File: config.mk
export PLATFORM = sky130hd
export DESIGN_NAME = decode_stage_flat
export DESIGN_NICKNAME = d
export VERILOG_FILES = /design/src/common/cpu_pkg.sv /design/src/common/dec_if.sv /design/src/hw/decode_stage.sv /design/src/flat_wrapper.sv
export VERILOG_INCLUDE_DIRS = /design/src /design/src/common
export SDC_FILE = /design/constraint.sdc
export NUM_CORES = 1
export LEC_CHECK = 0
export BUFFER_PORTS_ARGS = -buffer_cell sky130_fd_sc_hd__buf_4
export CORE_AREA = 2 2 84 86
export DETAILED_ROUTE_END_ITERATION = 8
export DIE_AREA = 0 0 86 88
export PLACE_DENSITY = 0.61
export SYNTH_ARGS = -nofsm -noshare
export SYNTH_HDL_FRONTEND = slang
export SYNTH_SLANG_ARGS = --single-unit
File: constraint.sdc
create_clock -name vclk -period 2.8
set_clock_uncertainty 0.05 [all_clocks]
set_input_delay 0.42 -clock vclk [all_inputs]
set_output_delay 0.42 -clock vclk [all_outputs]
set_load 0.02 [all_outputs]
File: src/common/cpu_params.svh
`ifndef CPU_PARAMS_SVH
`define CPU_PARAMS_SVH

`define XLEN        32
`define IMEM_DEPTH  256                  // Instruction words
`define DMEM_DEPTH  256                  // Data words
`define REG_COUNT   32
`define REG_ADDR_W  5
`define IMEM_AW     $clog2(`IMEM_DEPTH)  // Word address width
`define DMEM_AW     $clog2(`DMEM_DEPTH)

`endif

File: src/common/cpu_pkg.sv
`include "cpu_params.svh"

package cpu_pkg;

    // Major opcodes of the supported subset
    typedef enum logic [6:0] {
        OP_R     = 7'b0110011,
        OP_IMM   = 7'b0010011,
        OP_LOAD  = 7'b0000011,
        OP_STORE = 7'b0100011
    } opcode_e;

    typedef enum logic [3:0] {
        ADD    = 4'd0,
        SUB    = 4'd1,
        SLL    = 4'd2,
        SLT    = 4'd3,  // Signed compare
        SLTU   = 4'd4,  // Unsigned compare
        XOR    = 4'd5,
        SRL    = 4'd6,
        SRA    = 4'd7,  // Arithmetic shift
        OR     = 4'd8,
        AND    = 4'd9,
        PASS_B = 4'd10  // Operand b straight through
    } alu_op_e;

    // Control word handed from decode to execute
    typedef struct packed {
        alu_op_e                alu_op;
        logic [`REG_ADDR_W-1:0] rd;
        logic                   reg_we;
        logic                   mem_re;
        logic                   mem_we;
        logic                   use_imm;  // Operand b from immediate
    } decoded_t;

endpackage

File: src/common/dec_if.sv
`include "cpu_params.svh"

// Decoded instruction and operands, valid for the whole cycle
interface dec_if import cpu_pkg::*; ();

    decoded_t           ctrl;
    logic [`XLEN-1:0]   rs1_data;
    logic [`XLEN-1:0]   rs2_data;
    logic [`XLEN-1:0]   imm;  // Already sign extended

    modport decode (
        output ctrl,
        output rs1_data,
        output rs2_data,
        output imm
    );

    modport execute (
        input ctrl,
        input rs1_data,
        input rs2_data,
        input imm
    );

endinterface

File: src/hw/decode_stage.sv
`include "cpu_params.svh"

module decode_stage import cpu_pkg::*; (
    input  logic [`XLEN-1:0]        instr,
    output logic [`REG_ADDR_W-1:0]  rs1_addr,
    output logic [`REG_ADDR_W-1:0]  rs2_addr,
    input  logic [`XLEN-1:0]        rs1_data,
    input  logic [`XLEN-1:0]        rs2_data,
    dec_if.decode                   dec
);

    logic [6:0]              opcode;
    logic [2:0]              funct3;
    logic [6:0]              funct7;
    logic [`REG_ADDR_W-1:0]  rd;
    logic [`XLEN-1:0]        imm_i;
    logic [`XLEN-1:0]        imm_s;
    decoded_t                ctrl;
    logic [`XLEN-1:0]        imm;

    assign opcode   = instr[6:0];
    assign rd       = instr[11:7];
    assign funct3   = instr[14:12];
    assign rs1_addr = instr[19:15];
    assign rs2_addr = instr[24:20];
    assign funct7   = instr[31:25];

    assign imm_i = {{(`XLEN-12){instr[31]}}, instr[31:20]};
    assign imm_s = {{(`XLEN-12){instr[31]}}, instr[31:25], instr[11:7]};

    always_comb begin
        // Default is a no-op with every enable cleared
        ctrl = '{alu_op: PASS_B, rd: '0, reg_we: 1'b0, mem_re: 1'b0,
                 mem_we: 1'b0, use_imm: 1'b0};
        imm  = '0;
        case (opcode)
            OP_R: begin
                if (funct7 == 7'b0000000) begin
                    ctrl.reg_we = 1'b1;
                    case (funct3)
                        3'b000: ctrl.alu_op = ADD;
                        3'b001: ctrl.alu_op = SLL;
                        3'b010: ctrl.alu_op = SLT;
                        3'b011: ctrl.alu_op = SLTU;
                        3'b100: ctrl.alu_op = XOR;
                        3'b101: ctrl.alu_op = SRL;
                        3'b110: ctrl.alu_op = OR;
                        default: ctrl.alu_op = AND;
                    endcase
                end else if (funct7 == 7'b0100000 && funct3 == 3'b000) begin
                    ctrl.alu_op = SUB;
                    ctrl.reg_we = 1'b1;
                end else if (funct7 == 7'b0100000 && funct3 == 3'b101) begin
                    ctrl.alu_op = SRA;
                    ctrl.reg_we = 1'b1;
                end
                ctrl.rd = ctrl.reg_we ? rd : '0;
            end
            OP_IMM: begin
                imm = imm_i;  // Shifts only look at the low five bits
                ctrl.use_imm = 1'b1;
                if (funct3 == 3'b000) begin
                    ctrl.alu_op = ADD;
                    ctrl.reg_we = 1'b1;
                end else if (funct3 == 3'b001 && funct7 == 7'b0000000) begin
                    ctrl.alu_op = SLL;
                    ctrl.reg_we = 1'b1;
                end else if (funct3 == 3'b101 && funct7 == 7'b0000000) begin
                    ctrl.alu_op = SRL;
                    ctrl.reg_we = 1'b1;
                end else if (funct3 == 3'b101 && funct7 == 7'b0100000) begin
                    ctrl.alu_op = SRA;
                    ctrl.reg_we = 1'b1;
                end
                ctrl.rd = ctrl.reg_we ? rd : '0;
            end
            OP_LOAD: begin
                if (funct3 == 3'b010) begin  // lw only
                    imm          = imm_i;
                    ctrl.alu_op  = ADD;
                    ctrl.rd      = rd;
                    ctrl.reg_we  = 1'b1;
                    ctrl.mem_re  = 1'b1;
                    ctrl.use_imm = 1'b1;
                end
            end
            OP_STORE: begin
                if (funct3 == 3'b010) begin  // sw only
                    imm          = imm_s;
                    ctrl.alu_op  = ADD;
                    ctrl.mem_we  = 1'b1;
                    ctrl.use_imm = 1'b1;
                end
            end
            default: ;
        endcase
    end

    assign dec.ctrl     = ctrl;
    assign dec.imm      = imm;
    assign dec.rs1_data = rs1_data;
    assign dec.rs2_data = rs2_data;

endmodule

File: src/flat_wrapper.sv
// flat-port wrapper written by rule: the top's interface ports become plain ports
module decode_stage_flat import cpu_pkg::*;
  (instr, rs1_addr, rs2_addr, rs1_data, rs2_data, dec_ctrl, dec_rs1_data, dec_rs2_data, dec_imm);
  dec_if dec_i ();
  input  logic [`XLEN-1:0] instr;
  output logic [`REG_ADDR_W-1:0] rs1_addr;
  output logic [`REG_ADDR_W-1:0] rs2_addr;
  input  logic [`XLEN-1:0] rs1_data;
  input  logic [`XLEN-1:0] rs2_data;
  output wire logic [$bits(dec_i.ctrl)-1:0] dec_ctrl;
  output wire logic [$bits(dec_i.rs1_data)-1:0] dec_rs1_data;
  output wire logic [$bits(dec_i.rs2_data)-1:0] dec_rs2_data;
  output wire logic [$bits(dec_i.imm)-1:0] dec_imm;
  assign dec_ctrl = dec_i.ctrl;
  assign dec_rs1_data = dec_i.rs1_data;
  assign dec_rs2_data = dec_i.rs2_data;
  assign dec_imm = dec_i.imm;
  decode_stage u_core (.instr(instr), .rs1_addr(rs1_addr), .rs2_addr(rs2_addr), .rs1_data(rs1_data), .rs2_data(rs2_data), .dec(dec_i));
endmodule
==> flow_summary_export.csv <==
group,metric,value,unit
synthesis,synthMuxAreaShare,0.835,%
layout,n_antenna_cell,0,
job,maxCapViolations,0,
floorplan,fp.dieW,86,µm
pwr,clkPwrFrac,0,%
clock_tree,cts_repair_resize_count,0,
timing,fmax,0.364,GHz
synthesis,synth_top_family_by_area,"buffers and inverters",
synthesis,synth_cells,169,
synthesis,ys_types,38,
layout,nNetsFinal,252,
grt,grt_antenna_before_repair,0,
detailed_routing,post_drt_wl_per_cell,15.9,µm
timing,setup_tns,0,ns
place,dpl.cell_count,233,
timing,rsz0062_at_grt,"false",
pwr,p_sw,0.0000436,W
timing,layout_worst_path_cycle_share,98.1,%
grt,overflow,0,
detailed_routing,via_count,985,
detailed_routing,vias_per_cell,4.21,
grt,grt_use_total,8.22,%
pwr,power_density,74.4,nW/µm²
layout,fin_cells,234,
layout,num-clock-buffers,0,
layout,area_growth,0.313,%
synthesis,syn_avg_cell_area,7.09,µm²
synthesis,yosys.area_share.adder,0.835,%
place,port_buffers,77,
floorplan,dieHeight,88,µm
synthesis,ys_warn_count,0,
layout,nFlopsAndLatches,0,
critical_path,start_kind,"input port",
floorplan,start_util,18.0,%
synthesis,yosysTopAreaCellShare,59.5,%
synthesis,yosys.area_share.simple,20.9,%
critical_path,path_class,"in2out",
layout,fin_util,18.1,%
pwr,p_comb_share,100.0,%
synthesis,synth_area_leaders,"buf_4, a22o_1, a21boi_1",
layout,fillCellCount,758,
synthesis,synth_xor_area_share,0.731,%
layout,layout_common_cells,"buf_4, nand2_1",
floorplan,core.rowCount,30,
detailed_routing,ant_nets,0,
pwr,internal_power,0.0000459,W
timing,slew_viol_final,0,
detailed_routing,drtIter0Drc,78,
critical_path,cp.required,2.33,ns
place,hpwl,3140,µm
hold_path,min_path_type,"in2out",
place,gp_congestion,0.851,
critical_path,crit_fanout,6,
pwr,sw_frac_of_total,48.7,%
grt,grt_pass1_wl,4970,µm
floorplan,die_area,7570,µm²
synthesis,synth_area,1200,µm²
grt,grt_pass1_vias,865,
synthesis,syn_nets,265,
timing,max-slew-margin-rel,73.1,%
synthesis,seq_area_frac_synth,0,%
pwr,ir_drop,0.0271,mV
grt,grt_max_degree,22,
pwr,power_leakage,0.583,nW
synthesis,yosysTopAreaCell,"buf_4",
timing,min_period,2.75,ns
timing,finalHoldViolations,0,
layout,drive_gt1_share,58.4,%
critical_path,arrival,2.28,ns
floorplan,core,6640,µm²
floorplan,io_pins,215,
detailed_routing,drt_first_pass_iters,4,
pwr,p_seq_share,0,%
timing,worstMarginPinSlew,0.404,ns
layout,final_common_cell,"buf_4",
timing,setup_viol_count_final,0,
synthesis,synth_compound_area_share,15.3,%
detailed_routing,wl,3730,µm
detailed_routing,drc,0,
layout,seq_area,0,µm²
clock_tree,holdBufCountCts,0,
run_status,status,"finished clean",
critical_path,cp-end-kind,"output port",
[worst max-delay path, stage by stage]
cell	delay [ns]
buf_4	0.11
or4_4	0.54
or3_4	0.34
a2111o_1	0.48
a21boi_1	0.21
buf_4	0.17
[worst paths after layout]
kind	from	end	slack (ns)	cells past startpoint
worst max-delay path	instr[25]	dec_ctrl[5]	0.05	6
worst min-delay path	rs1_data[16]	dec_rs1_data[16]	0.79	0
[cells by family after synthesis]
| kind of cell | count (synthesis) |
|---|---|
| xor gates and xnor gates | 1 |
| adders and majority gates | 1 |
| muxes | 1 |
| AOI/OAI and AO/OA | 25 |
| and+or+nand+nor | 40 |
| buffers and inverters | 101 |
[repair_timing]
| action | 4_1_cts | 5_1_grt |
|---|---|---|
| endpoints found under the setup margin | 1 | 5 |
| pin swaps | 1 | 1 |
| buffers inserted | 0 | 1 |
| hold endpoints to repair | 0 | 0 |
[cells in the mapped netlist, types with 2 or more instances]
library cell  count
nor4b_1           2
and2_1            6
nor3_1            4
a31oi_1           2
a22o_1            5
a21oi_1           4
o21ai_0           2
nand4_1           2
a21boi_1          5
nand2_1           6
clkbuf_1          3
buf_4            95
o221ai_1          2
nor2b_1           3
nor2_1            5
[stage by stage]
| step | setup WS [ns] | total power (W) | area, µm² | hold WS [ns] |
|---|---|---|---|---|
| 2_1_floorplan | 0.168 | 0.000190 | 1200 | 0.903 |
| 3_3_place_gp | 0.0176 | 0.0000880 | 1190 | 0.790 |
| 3_5_place_dp | 0.0106 | 0.0000895 | 1190 | 0.790 |
| 4_1_cts | 0.0164 | 0.0000897 | 1190 | 0.790 |
| 5_1_grt | 0.00593 | 0.0000963 | 1200 | 0.790 |
| 6_report | 0.0545 | 0.0000895 | 1200 | 0.790 |
[power groups by stage]
stage	clock network, W	registers, W	logic [W]
global route	0	0	0.0000963
finish	0	0	0.0000895
global placement	0	0	0.0000880
floorplan	0	0	0.000190
detailed placement	0	0	0.0000894
CTS	0	0	0.0000897
[routing by layer]
layer / up-vias / track usage [%] / wire length [µm]
li1: 445 / - / -
met1: 431 / 9.09 / 1280
met2: 87 / 13.4 / 1760
met3: 22 / 4.24 / 528
met4: 0 / 3.32 / 161
met5: - / 0 / 0
[final cells by class]
cell class | instances | area [µm²] | share of cell area, %
well taps | 80 | 100 | 8.32
multi-input cells | 68 | 464 | 38.6
inverters | 2 | 7.51 | 0.624
repair buffers | 84 | 631 | 52.4
Note: power is estimated with default switching activity, not from simulation.
